`config.mk`:
```
export PLATFORM = sky130hd
export DESIGN_NAME = fpu_mul_top
export DESIGN_NICKNAME = d
export VERILOG_FILES = /design/src/logic/fp_format_pkg.sv /design/src/logic/fpu_ctrl_pkg.sv /design/src/logic/float_multiplier.sv /design/src/logic/fpu_mul_top.sv /design/src/logic/mul_round_pack.sv /design/src/logic/operand_unpack.sv
export SDC_FILE = /design/constraint.sdc
export NUM_CORES = 1
export LEC_CHECK = 0
export ABC_AREA = 1
export BUFFER_PORTS_ARGS = -buffer_cell sky130_fd_sc_hd__buf_2
export CAP_MARGIN = 20
export CORE_UTILIZATION = 41
export CTS_CLUSTER_DIAMETER = 60
export DETAILED_ROUTE_END_ITERATION = 10
export PLACE_DENSITY_LB_ADDON = 0.15
export SLEW_MARGIN = 0
export SYNTH_ARGS = -nofsm -noshare
export SYNTH_HDL_FRONTEND = slang
export SYNTH_SLANG_ARGS = --single-unit
```
`constraint.sdc`:
```
create_clock -name clk -period 12.5 [get_ports clk]
set_input_delay 1.25 -clock clk [delete_from_list [all_inputs] [get_ports clk]]
set_output_delay 1.25 -clock clk [all_outputs]
set_load 0.05 [all_outputs]
```
`src/logic/fp_format_pkg.sv`:
```
package fp_format_pkg;

	localparam int FP_EXP_BIAS = 127;
	localparam int FP_MAN_W = 24;          // Hidden bit included.
	localparam int FP_EXP_W = 10;          // Signed, holds a sum of two exponents.
	localparam int FP_FRAC_W = FP_MAN_W - 1;
	localparam int FP_BEXP_W = 8;          // Biased exponent field.

	// binary32 word as stored.
	typedef struct packed {
		logic                 sgn;
		logic [FP_BEXP_W-1:0] exp;
		logic [FP_FRAC_W-1:0] frac;
	} fp_word_t;

	// Decoded operand.
	typedef struct packed {
		logic [FP_MAN_W-1:0] man;
		logic [FP_EXP_W-1:0] exp;          // Unbiased.
		logic                sgn;
		logic                zero;         // Subnormals land here too.
		logic                inf;
		logic                snan;
		logic                qnan;
	} fp_unpacked_t;

endpackage

```
`src/logic/fpu_ctrl_pkg.sv`:
```
package fpu_ctrl_pkg;

	// Shared with the other units of the FPU.
	typedef enum logic [4:0] {
		FPU_OP_ADD  = 5'd0,
		FPU_OP_SUB  = 5'd1,
		FPU_OP_MUL  = 5'd2,
		FPU_OP_DIV  = 5'd3,
		FPU_OP_SQRT = 5'd4,
		FPU_OP_MIN  = 5'd5,
		FPU_OP_MAX  = 5'd6,
		FPU_OP_CMP  = 5'd7
	} fpu_op_t;

	typedef enum logic [2:0] {
		RM_RNE = 3'b000,
		RM_RTZ = 3'b001,
		RM_RDN = 3'b010,
		RM_RUP = 3'b011,
		RM_RMM = 3'b100
	} fpu_rm_t;

	typedef struct packed {
		logic nv;
		logic dz;                          // Never set by the multiply path.
		logic of;
		logic uf;
		logic nx;
	} fpu_flags_t;

endpackage

```
`src/logic/float_multiplier.sv`:
```
`timescale 1ns/1ps

module float_multiplier
	import fp_format_pkg::*, fpu_ctrl_pkg::*;
(
	input	logic					clk,
	input	logic					reset,
	input	logic					flush,

	input	logic					valid_in,
	output	logic					ready_out,
	output	logic					valid_out,
	input	logic					ready_in,

	input	fpu_op_t				op,
	input	fpu_rm_t				rm,

	input	logic	[FP_MAN_W-1:0]	man_a,
	input	logic	[FP_EXP_W-1:0]	exp_a,
	input	logic					sgn_a,
	input	logic					zero_a,
	input	logic					inf_a,
	input	logic					sNaN_a,
	input	logic					qNaN_a,

	input	logic	[FP_MAN_W-1:0]	man_b,
	input	logic	[FP_EXP_W-1:0]	exp_b,
	input	logic					sgn_b,
	input	logic					zero_b,
	input	logic					inf_b,
	input	logic					sNaN_b,
	input	logic					qNaN_b,

	output	logic	[FP_MAN_W-1:0]	man_y,
	output	logic	[FP_EXP_W-1:0]	exp_y,
	output	logic					sgn_y,

	output	logic					round_bit,
	output	logic					sticky_bit,
	output	logic					skip_round,

	output	logic					IV,

	output	fpu_rm_t				rm_out
);

	typedef enum logic [1:0] {IDLE, LOAD, CALC} state_t;

	state_t						state;
	fp_unpacked_t				a_buf;
	fp_unpacked_t				b_buf;
	logic	[2*FP_MAN_W-1:0]	res_buf;
	logic	[FP_EXP_W-1:0]		exp_y_buf;
	logic						sgn_y_buf;
	logic	[1:0]				counter;
	logic	[FP_MAN_W+5:0]		acc;

	logic						valid_in_int;
	logic						load;
	logic						is_nan;
	logic						is_inf;
	logic						is_zero;
	logic						special;

	// Other opcodes are still taken from the bus, then dropped.
	assign valid_in_int = valid_in && (op == FPU_OP_MUL);
	assign ready_out = ready_in && (state == IDLE);
	assign load = valid_in_int && ready_out;

	assign is_nan = a_buf.snan || b_buf.snan || a_buf.qnan || b_buf.qnan ||
		(a_buf.zero && b_buf.inf) || (a_buf.inf && b_buf.zero);
	assign is_inf = a_buf.inf || b_buf.inf;
	assign is_zero = a_buf.zero || b_buf.zero;
	assign special = is_nan || is_inf || is_zero;

	always_ff @(posedge clk or posedge reset) begin
		if (reset) begin
			state <= IDLE;
			counter <= 2'd0;
			valid_out <= 1'b0;
		end else if (flush) begin
			state <= IDLE;
			counter <= 2'd0;
			valid_out <= 1'b0;
		end else begin
			case (state)
				IDLE: begin
					if (ready_in)
						valid_out <= 1'b0;	// Result taken.
					if (load)
						state <= LOAD;
				end
				LOAD: begin
					counter <= 2'd0;
					if (special) begin
						valid_out <= 1'b1;
						state <= IDLE;
					end else begin
						state <= CALC;
					end
				end
				CALC: begin
					counter <= counter + 2'd1;
					if (counter == 2'd3) begin
						valid_out <= 1'b1;
						state <= IDLE;
					end
				end
				default: state <= IDLE;
			endcase
		end
	end

	always_ff @(posedge clk) begin
		case (state)
			IDLE: begin
				if (load) begin
					a_buf <= '{man_a, exp_a, sgn_a, zero_a, inf_a, sNaN_a, qNaN_a};
					b_buf <= '{man_b, exp_b, sgn_b, zero_b, inf_b, sNaN_b, qNaN_b};
					rm_out <= rm;
				end
			end
			LOAD: begin
				sgn_y_buf <= a_buf.sgn ^ b_buf.sgn;
				skip_round <= special;
				IV <= is_nan && !(a_buf.qnan || b_buf.qnan);
				if (is_nan) begin
					res_buf <= {24'hc00000, 24'h000000};	// Canonical quiet NaN.
					exp_y_buf <= 10'h0ff;
					sgn_y_buf <= 1'b0;
				end else if (is_inf) begin
					res_buf <= {24'h800000, 24'h000000};
					exp_y_buf <= 10'h0ff;
				end else if (is_zero) begin
					res_buf <= '0;
					exp_y_buf <= '0;
				end else begin
					res_buf <= {{FP_MAN_W{1'b0}}, a_buf.man};	// Multiplier in low half.
					exp_y_buf <= a_buf.exp + b_buf.exp;
				end
			end
			CALC: res_buf <= {acc, res_buf[23:6]};
			default: res_buf <= res_buf;
		endcase
	end

	// Six multiplier bits per clock.
	always_comb begin
		acc = {6'd0, res_buf[47:24]};
		for (int i = 0; i < 6; i++) begin
			if (res_buf[i])
				acc = acc + ({6'd0, b_buf.man} << i);
		end
	end

	always_comb begin
		sgn_y = sgn_y_buf;
		if (res_buf[47] || skip_round) begin
			exp_y = exp_y_buf + FP_EXP_W'(!skip_round);	// Product reached 2.0.
			man_y = res_buf[47:24];
			round_bit = res_buf[23];
			sticky_bit = |res_buf[22:0];
		end else begin
			exp_y = exp_y_buf;
			man_y = res_buf[46:23];
			round_bit = res_buf[22];
			sticky_bit = |res_buf[21:0];
		end
	end

endmodule

```
`src/logic/fpu_mul_top.sv`:
```
`timescale 1ns/1ps

module fpu_mul_top
	import fp_format_pkg::*, fpu_ctrl_pkg::*;
(
	input	logic		clk,
	input	logic		reset,
	input	logic		flush,

	input	logic		valid_in,
	output	logic		ready_out,
	output	logic		valid_out,
	input	logic		ready_in,

	input	fp_word_t	a_word,
	input	fp_word_t	b_word,
	input	fpu_op_t	op,
	input	fpu_rm_t	rm,

	output	fp_word_t	y_word,
	output	fpu_flags_t	flags
);

	fp_unpacked_t			a_u;
	fp_unpacked_t			b_u;
	fpu_op_t				op_u;
	fpu_rm_t				rm_u;
	fpu_rm_t				rm_m;
	logic					valid_u;
	logic					ready_m;
	logic					valid_m;
	logic					ready_r;
	logic	[FP_MAN_W-1:0]	man_m;
	logic	[FP_EXP_W-1:0]	exp_m;
	logic					sgn_m;
	logic					round_m;
	logic					sticky_m;
	logic					skip_m;
	logic					iv_m;

	operand_unpack operand_unpack_i (
		.clk		(clk),
		.reset		(reset),
		.flush		(flush),
		.valid_in	(valid_in),
		.ready_out	(ready_out),
		.valid_out	(valid_u),
		.ready_in	(ready_m),
		.a_word		(a_word),
		.b_word		(b_word),
		.op			(op),
		.rm			(rm),
		.a			(a_u),
		.b			(b_u),
		.op_out		(op_u),
		.rm_out		(rm_u)
	);

	float_multiplier float_multiplier_i (
		.clk		(clk),
		.reset		(reset),
		.flush		(flush),
		.valid_in	(valid_u),
		.ready_out	(ready_m),
		.valid_out	(valid_m),
		.ready_in	(ready_r),
		.op			(op_u),
		.rm			(rm_u),
		.man_a		(a_u.man),
		.exp_a		(a_u.exp),
		.sgn_a		(a_u.sgn),
		.zero_a		(a_u.zero),
		.inf_a		(a_u.inf),
		.sNaN_a		(a_u.snan),
		.qNaN_a		(a_u.qnan),
		.man_b		(b_u.man),
		.exp_b		(b_u.exp),
		.sgn_b		(b_u.sgn),
		.zero_b		(b_u.zero),
		.inf_b		(b_u.inf),
		.sNaN_b		(b_u.snan),
		.qNaN_b		(b_u.qnan),
		.man_y		(man_m),
		.exp_y		(exp_m),
		.sgn_y		(sgn_m),
		.round_bit	(round_m),
		.sticky_bit	(sticky_m),
		.skip_round	(skip_m),
		.IV			(iv_m),
		.rm_out		(rm_m)
	);

	mul_round_pack mul_round_pack_i (
		.clk		(clk),
		.reset		(reset),
		.flush		(flush),
		.valid_in	(valid_m),
		.ready_out	(ready_r),
		.valid_out	(valid_out),
		.ready_in	(ready_in),
		.man		(man_m),
		.exp		(exp_m),
		.sgn		(sgn_m),
		.round_bit	(round_m),
		.sticky_bit	(sticky_m),
		.skip_round	(skip_m),
		.iv			(iv_m),
		.rm			(rm_m),
		.y_word		(y_word),
		.flags		(flags)
	);

endmodule

```
`src/logic/mul_round_pack.sv`:
```
`timescale 1ns/1ps

module mul_round_pack
	import fp_format_pkg::*, fpu_ctrl_pkg::*;
(
	input	logic					clk,
	input	logic					reset,
	input	logic					flush,

	input	logic					valid_in,
	output	logic					ready_out,
	output	logic					valid_out,
	input	logic					ready_in,

	input	logic	[FP_MAN_W-1:0]	man,
	input	logic	[FP_EXP_W-1:0]	exp,
	input	logic					sgn,
	input	logic					round_bit,
	input	logic					sticky_bit,
	input	logic					skip_round,
	input	logic					iv,
	input	fpu_rm_t				rm,

	output	fp_word_t				y_word,
	output	fpu_flags_t				flags
);

	logic					accept;
	logic					inexact;
	logic					inc;
	logic					carry;
	logic					to_zero;
	logic	[FP_MAN_W:0]	man_r;
	logic	[FP_EXP_W-1:0]	exp_r;
	fp_word_t				y_d;
	fpu_flags_t				flags_d;

	assign accept = valid_in && ready_out;
	assign ready_out = !valid_out || ready_in;

	always_comb begin
		inexact = round_bit || sticky_bit;
		case (rm)
			RM_RNE: inc = round_bit && (sticky_bit || man[0]);
			RM_RDN: inc = inexact && sgn;
			RM_RUP: inc = inexact && !sgn;
			RM_RMM: inc = round_bit;
			default: inc = 1'b0;
		endcase
		man_r = {1'b0, man} + (FP_MAN_W + 1)'(inc);
		carry = man_r[FP_MAN_W];
		exp_r = exp + FP_EXP_W'(carry) + FP_EXP_W'(FP_EXP_BIAS);
		// Overflow saturates to the largest finite value in these cases.
		to_zero = (rm == RM_RTZ) || (rm == RM_RDN && !sgn) || (rm == RM_RUP && sgn);

		flags_d = '0;
		flags_d.nx = inexact;
		y_d.sgn = sgn;
		y_d.exp = exp_r[FP_BEXP_W-1:0];
		y_d.frac = man_r[FP_FRAC_W-1:0];

		if (skip_round) begin
			y_d.exp = exp[FP_BEXP_W-1:0];	// Already biased.
			y_d.frac = man[FP_FRAC_W-1:0];
			flags_d = '0;
			flags_d.nv = iv;
		end else if ($signed(exp_r) >= 255) begin
			y_d.exp = to_zero ? 8'hfe : 8'hff;
			y_d.frac = to_zero ? '1 : '0;
			flags_d.of = 1'b1;
			flags_d.nx = 1'b1;
		end else if ($signed(exp_r) <= 0) begin
			y_d.exp = '0;	// Flush to signed zero.
			y_d.frac = '0;
			flags_d.uf = 1'b1;
			flags_d.nx = 1'b1;
		end
	end

	always_ff @(posedge clk or posedge reset) begin
		if (reset) begin
			valid_out <= 1'b0;
		end else if (flush) begin
			valid_out <= 1'b0;
		end else if (accept) begin
			valid_out <= 1'b1;
		end else if (ready_in) begin
			valid_out <= 1'b0;
		end
	end

	always_ff @(posedge clk) begin
		if (accept) begin
			y_word <= y_d;
			flags <= flags_d;
		end
	end

endmodule

```
`src/logic/operand_unpack.sv`:
```
`timescale 1ns/1ps

module operand_unpack
	import fp_format_pkg::*, fpu_ctrl_pkg::*;
(
	input	logic			clk,
	input	logic			reset,
	input	logic			flush,

	input	logic			valid_in,
	output	logic			ready_out,
	output	logic			valid_out,
	input	logic			ready_in,

	input	fp_word_t		a_word,
	input	fp_word_t		b_word,
	input	fpu_op_t		op,
	input	fpu_rm_t		rm,

	output	fp_unpacked_t	a,
	output	fp_unpacked_t	b,
	output	fpu_op_t		op_out,
	output	fpu_rm_t		rm_out
);

	logic	accept;

	function automatic fp_unpacked_t unpack(input fp_word_t w);
		fp_unpacked_t	u;
		logic			exp_max;
		exp_max = &w.exp;
		u.man = {w.exp != '0, w.frac};
		u.exp = FP_EXP_W'(w.exp) - FP_EXP_W'(FP_EXP_BIAS);
		u.sgn = w.sgn;
		u.zero = (w.exp == '0);
		u.inf = exp_max && (w.frac == '0);
		u.snan = exp_max && (w.frac != '0) && !w.frac[FP_FRAC_W-1];
		u.qnan = exp_max && w.frac[FP_FRAC_W-1];
		return u;
	endfunction

	assign accept = valid_in && ready_out;
	assign ready_out = !valid_out || ready_in;	// Empty, or drains this clock.

	always_ff @(posedge clk or posedge reset) begin
		if (reset) begin
			valid_out <= 1'b0;
		end else if (flush) begin
			valid_out <= 1'b0;
		end else if (accept) begin
			valid_out <= 1'b1;
		end else if (ready_in) begin
			valid_out <= 1'b0;
		end
	end

	always_ff @(posedge clk) begin
		if (accept) begin
			a <= unpack(a_word);
			b <= unpack(b_word);
			op_out <= op;
			rm_out <= rm;
		end
	end

endmodule

```
Word level (Yosys, flattened, before mapping)
Index checks and enable logic that the tools add are counted.
Widths: inputs -> output; s select.
Word-level totals
  register bits after elaboration: 272
  bits of input ports: 77
  output and inout bits: 39
  logic and storage cells: 191
Operators by class
  add/subtract/negate cells: 14
  order comparisons: 2
  equality and inequality tests: 12
  multiplexer cells: 42
  bitwise gates (word level): 1
  reduce and logical (&&, ||, !) cells: 70
Operators by type and width (count)
  $mux 30: 6
  $mux 48: 2
  $pmux 48 s2: 1
  $mux 31: 3
  $mux 24: 2
  $logic_not 23->1: 2
  $reduce_bool 23->1: 2
  $add 30x25->30: 1
  $add 30x26->30: 1
  $add 30x27->30: 1
  $add 30x28->30: 1
  $add 30x29->30: 1
  $add 24x1->25: 1
  $add 24x24->25: 1
  $mux 23: 1
  $reduce_or 23->1: 1
  $reduce_or 22->1: 1
  $logic_and 1x1->1: 21
  $add 10x1->10: 2
  $sub 8x7->9 const B: 2
  $logic_or 1x1->1: 17
  $logic_not 8->1: 2
  $reduce_and 8->1: 2
  $reduce_bool 8->1: 2
  other kinds (31): 65

Depth between registers and ports, before layout
  word-level depth: 13
  mapped depth: 67
  gate-level depth less buffers: 67

Cells and area by module
Synthesis repeated with hierarchy kept, for this count alone.
Second synthesis, totals
  cells, all modules: 3026
  area, all modules: 22784.4 µm²
Modules (own cells, without submodules)
  float_multiplier: times used 1, cells an instance 2427, area an instance 16751.1 µm², sequential area each 4389.2 µm²
  operand_unpack: times used 1, cells an instance 205, area an instance 3141.8 µm², sequential area each 2547.4 µm²
  mul_round_pack: times used 1, cells an instance 394, area an instance 2891.5 µm², sequential area each 1106.1 µm²

Worst setup path before layout
No wires, ideal clock.
  path type: input -> register
  start point: input ready_in
  end point: register float_multiplier_i.state[0]
  library setup time: 129 ps
  arrival: 10834 ps
  setup slack: 1537 ps
  stages on the path: 6
  path buffers: 0
  path through: inv_1 -> nand2_1 -> nand2_1 -> nor4b_1 -> o22ai_1 -> o21ai_0
On the way
  longest elaborated chain between the ends: 5
RTL lines
  from (decl): RTL line fpu_mul_top.sv:13  | input logic ready_in,
  $logic_or 1x1->1: RTL line mul_round_pack.sv:39  | assign ready_out = !valid_out || ready_in;
  $logic_and 1x1->1: RTL line float_multiplier.sv:67  | assign ready_out = ready_in && (state == IDLE);
  $logic_and 1x1->1: RTL line float_multiplier.sv:68  | assign load = valid_in_int && ready_out;
  $ne 3x2->1 (no source line)
  $reduce_and 2->1 (no source line)
  to (signal assigned): RTL line float_multiplier.sv:78  | state <= IDLE;
  to (signal assigned): RTL line float_multiplier.sv:82  | state <= IDLE;
  to (signal assigned): RTL line float_multiplier.sv:91  | state <= LOAD;
  to (decl): RTL line float_multiplier.sv:49  | state_t state;
Every way passes these cells.
A chain may end at the register's enable or synchronous reset.

Final worst setup path
  start point: register float_multiplier_i.b_buf[16] (netlist bit)
  end point: register float_multiplier_i.res_buf[46], data pin
On the way
  longest elaborated chain between the ends: 13
RTL lines
  from (decl): RTL line float_multiplier.sv:51  | fp_unpacked_t b_buf;
  from (signal assigned): RTL line float_multiplier.sv:119  | b_buf <= '{man_b, exp_b, sgn_b, zero_b, inf_b, sNaN_b, qNaN_b};
  $add 24x24->25: RTL line float_multiplier.sv:152  | acc = acc + ({6'd0, b_buf.man} << i);
  $mux 30: RTL line float_multiplier.sv:151  | if (res_buf[i])
  $add 30x25->30: RTL line float_multiplier.sv:152
  $mux 30: RTL line float_multiplier.sv:151
  $add 30x26->30: RTL line float_multiplier.sv:152
  $mux 30: RTL line float_multiplier.sv:151
  $add 30x27->30: RTL line float_multiplier.sv:152
  $mux 30: RTL line float_multiplier.sv:151
  $add 30x28->30: RTL line float_multiplier.sv:152
  $mux 30: RTL line float_multiplier.sv:151
  $add 30x29->30: RTL line float_multiplier.sv:152
  $mux 30 *: RTL line float_multiplier.sv:151
  $pmux 48 s2 *: RTL line float_multiplier.sv:115  | case (state)
  to (signal assigned): RTL line float_multiplier.sv:128  | res_buf <= {24'hc00000, 24'h000000};
  to (signal assigned): RTL line float_multiplier.sv:132  | res_buf <= {24'h800000, 24'h000000};
  to (signal assigned): RTL line float_multiplier.sv:138  | res_buf <= {{FP_MAN_W{1'b0}}, a_buf.man};
  to (decl): RTL line float_multiplier.sv:52  | logic [2*FP_MAN_W-1:0] res_buf;
Every way passes the cells marked *; elsewhere a longest branch is shown, timed or not.

==> impl_metrics.yaml <==
synth:
  synth_ff_type: "edfxtp_1"
  synthDistinctLibCells: 56
  yosysSeqAreaShare: 0.360
  ys_async_sr_fraction: 0.0262
  netlist_instances: 3002
  synth_fp_nets: 3265
  synth.cell_area_um2: 22200
  yosysTopAreaCell: "edfxtp_1"
  syn_avg_cell_area_um2: 7.38
  synth.area.top_cells: "edfxtp_1 35%, nand2_1 14%, ha_1 10%"
  ys_ff_latch: 267
  yosys.area.top_type_share: 0.352
  yosys_warnings: 0
  synth_edf_count: 260
worst_setup_path:
  startpoint_type: "register"
  crit_buf_inv: 7
  required_ns: 12.81
  crit_start: "float_multiplier_i.b_buf[16]"
  criticalPathCategory: "reg2reg"
  ff2ff_setup_slack_ns: 1.17
  end_kind: "register"
  max_stage_delay_ns: 0.69
  cp_slowest_cell: "o21ai_0"
  cp_common_cell: "nand3_1"
  rr_worst_depth: 49
  critPathTopFamily: "simple AND/OR/NAND/NOR gates"
  timing.rr.start: "float_multiplier_i.b_buf[16]"
  worst_ep_arrival_time_ns: 11.64
  r2r_end: "float_multiplier_i.res_buf[46]"
  cp_max_fo: 8
cells_and_area:
  fin_nets: 3397
  layout_common_cells: "849 x nand2_1, 379 x inv_1, 281 x nand3_1"
  drive_gt1_frac: 0.0849
  antenna_cells: 0
  finish.instance_area_um2: 24700
  fill_cells: 5428
  multi_input_area_um2: 12500
  area_delta_synth_final_pct: 11.3
  seqCellArea_um2: 7980
  final_common_cell: "nand2_1"
status:
  status: "finished, final reports clean"
floorplanning:
  die_y_um: 234
  ios: 116
  die_w_um: 234
  fp.coreArea_um2: 53000
  rows: 84
  dieArea_um2: 55000
  initial_core_util: 0.418
grt:
  antenna_found_initial: 0
  grt_max_degree: 80
  overflow: 0
  grt_pass1_vias: 19800
  grt_use_total: 0.291
  grt_pass1_wl_mm: 119
min_path:
  min_from: "operand_unpack_i.b[25]"
  hold_depth: 0
  min_to: "float_multiplier_i.b_buf[25]"
  min_path_type: "reg2reg"
timing:
  hold_viol: 0
  finClkSkew_ns: 0.0131
  fin_tns_setup_ns: 0
  rsz0062_at_grt: "false"
  max_freq_mhz: 88.3
  fin_crit_sh: 0.906
  maxSlewViolCount: 0
  fin_crit_ns: 11.33
  whs_ns: 0.417
  setup_viol_count_final: 0
  max-slew-margin-rel: 0.311
  tightestPinTransition_ns: 1.03
clock_network:
  cts_buffer_depth: 3
  htree_levels: 1
  numCtsBuffers: 29
  post_cts.repair.setup_buffers: 0
  cts.clk_slew.worst_paths_ns: 0.06
  cts-root-buf: "clkbuf_16"
  clkLatencyLatePin_ns: 0.58
  cts-hold-fix-buffers: 0
  clkSinkCount: 267
  tritoncts: "done"
  cts_resized: 0
placed_design:
  dpl_cell_area_um2: 23700
  portBuffers: 114
  globalplace.congestion: 1.02
  dpl.hpwl_mm: 65.6
route:
  route.detailed.drc: 0
  viasPerCell: 5.43
  wl_per_cell_um: 20.8
  vias: 20900
  drt_iter0_drc: 1912
  postRouteAntennaNets: 0
  routed_wirelength_mm: 80.1
  dr.pass1.iters: 6
power:
  power.density_nw_per_um2: 172
  power.leakage_nw: 11.6
  finalPower_mw: 4.23
  irDropWorstVdd_uv: 105
flow_run:
  cap_violations: 0
-- area by class of cell --
type / count / share of cell area
Tap cell: 688 / 0.0349
Sequential cell: 267 / 0.324
Timing Repair Buffer: 149 / 0.0343
Inverter: 389 / 0.0593
Clock buffer: 34 / 0.0310
Clock inverter: 20 / 0.00873
Multi-Input combinational cell: 2298 / 0.508
-- worst reg2reg max path, delay by kind of cell, from the launching register on --
family / cells / cell delay [ns]
xor+xnor: 1 / 0.23
simple gates: 26 / 4.03
buf+inv: 7 / 0.98
compound gates: 8 / 2.66
fa+ha+maj: 7 / 2.83
flops: 1 / 0.35
-- layer usage --
metal | vias up | share of wire | GRT usage
li1 | 10300 | - | -
met1 | 9785 | 0.48 | 0.424
met2 | 638 | 0.44 | 0.456
met3 | 111 | 0.052 | 0.0260
met4 | 0 | 0.030 | 0.0829
met5 | - | 0 | 0
-- power by group --
part / internal, mW / switching, mW / total, mW
combinational: 0.719 / 1.53 / 2.25
clock: 0.506 / 0.368 / 0.873
sequential: 1.07 / 0.0443 / 1.11
-- cell usage after synthesis, types with 3 or more instances --
master,number
buf_2,7
nand3_2,12
dfrtp_1,7
a21boi_0,3
buf_6,3
a21o_1,9
inv_1,379
nand4_1,52
xor2_1,58
fa_1,7
nor2_1,228
nand2_1,849
nand2_2,11
nor2_2,4
nor2_4,4
o211ai_1,8
nor4_1,24
edfxtp_1,260
a31oi_1,6
o21ai_0,158
nand3b_1,10
o31ai_1,3
and2_1,49
a21oi_1,186
nor3_1,50
o21ai_1,4
nand3_1,281
o21a_1,12
a22o_1,3
xnor2_1,30
inv_2,8
clkbuf_1,24
buf_1,13
o21bai_1,11
ha_1,179
or2_2,23
-- worst max-delay path by stage --
| stage | end | slack (ns) | cells past startpoint |
|---|---|---|---|
| final | float_multiplier_i.res_buf[46] | 1.17 | 49 |
| after global routing | float_multiplier_i.res_buf[47] | 0.33 | 53 |
| after CTS | float_multiplier_i.res_buf[45] | 1.31 | 52 |
| after detailed placement | float_multiplier_i.res_buf[45] | 1.37 | 52 |
| after global placement | float_multiplier_i.res_buf[45] | 1.28 | 52 |
| after floorplan | float_multiplier_i.state[0] | 1.54 | 6 |
-- registers in the layout, indices dropped and copies added, names as in the netlist, 4 cells and up --
| signal | flops |
|---|---|
| float_multiplier_i.res_buf | 48 |
| float_multiplier_i.a_buf | 38 |
| float_multiplier_i.b_buf | 38 |
| operand_unpack_i.a | 38 |
| operand_unpack_i.b | 38 |
| mul_round_pack_i.y_word | 32 |
| float_multiplier_i.exp_y_buf | 10 |
| operand_unpack_i.op_out | 5 |
| mul_round_pack_i.flags | 4 |
-- kinds of logic after synthesis --
| kind of cell | Yosys count | synth area share |
|---|---|---|
| mux | 1 | 0.000452 |
| fa+ha+maj | 186 | 0.107 |
| buf+inv | 437 | 0.0757 |
| flops | 267 | 0.360 |
| simple gates | 1607 | 0.319 |
| xor+xnor | 89 | 0.0355 |
| other cells | 1 | 0.000169 |
| compound gates | 414 | 0.102 |
-- through the flow --
step           worst slack (ns)  std cells  utilization
2_1_floorplan              1.54       3002            -
3_3_place_gp               1.28       3790        0.447
3_5_place_dp               1.37       3790        0.447
4_1_cts                    1.31       3844        0.465
5_1_grt                   0.334       3845        0.465
6_report                   1.17       3845        0.465
No activity file was read; power rests on OpenSTA's default activity.
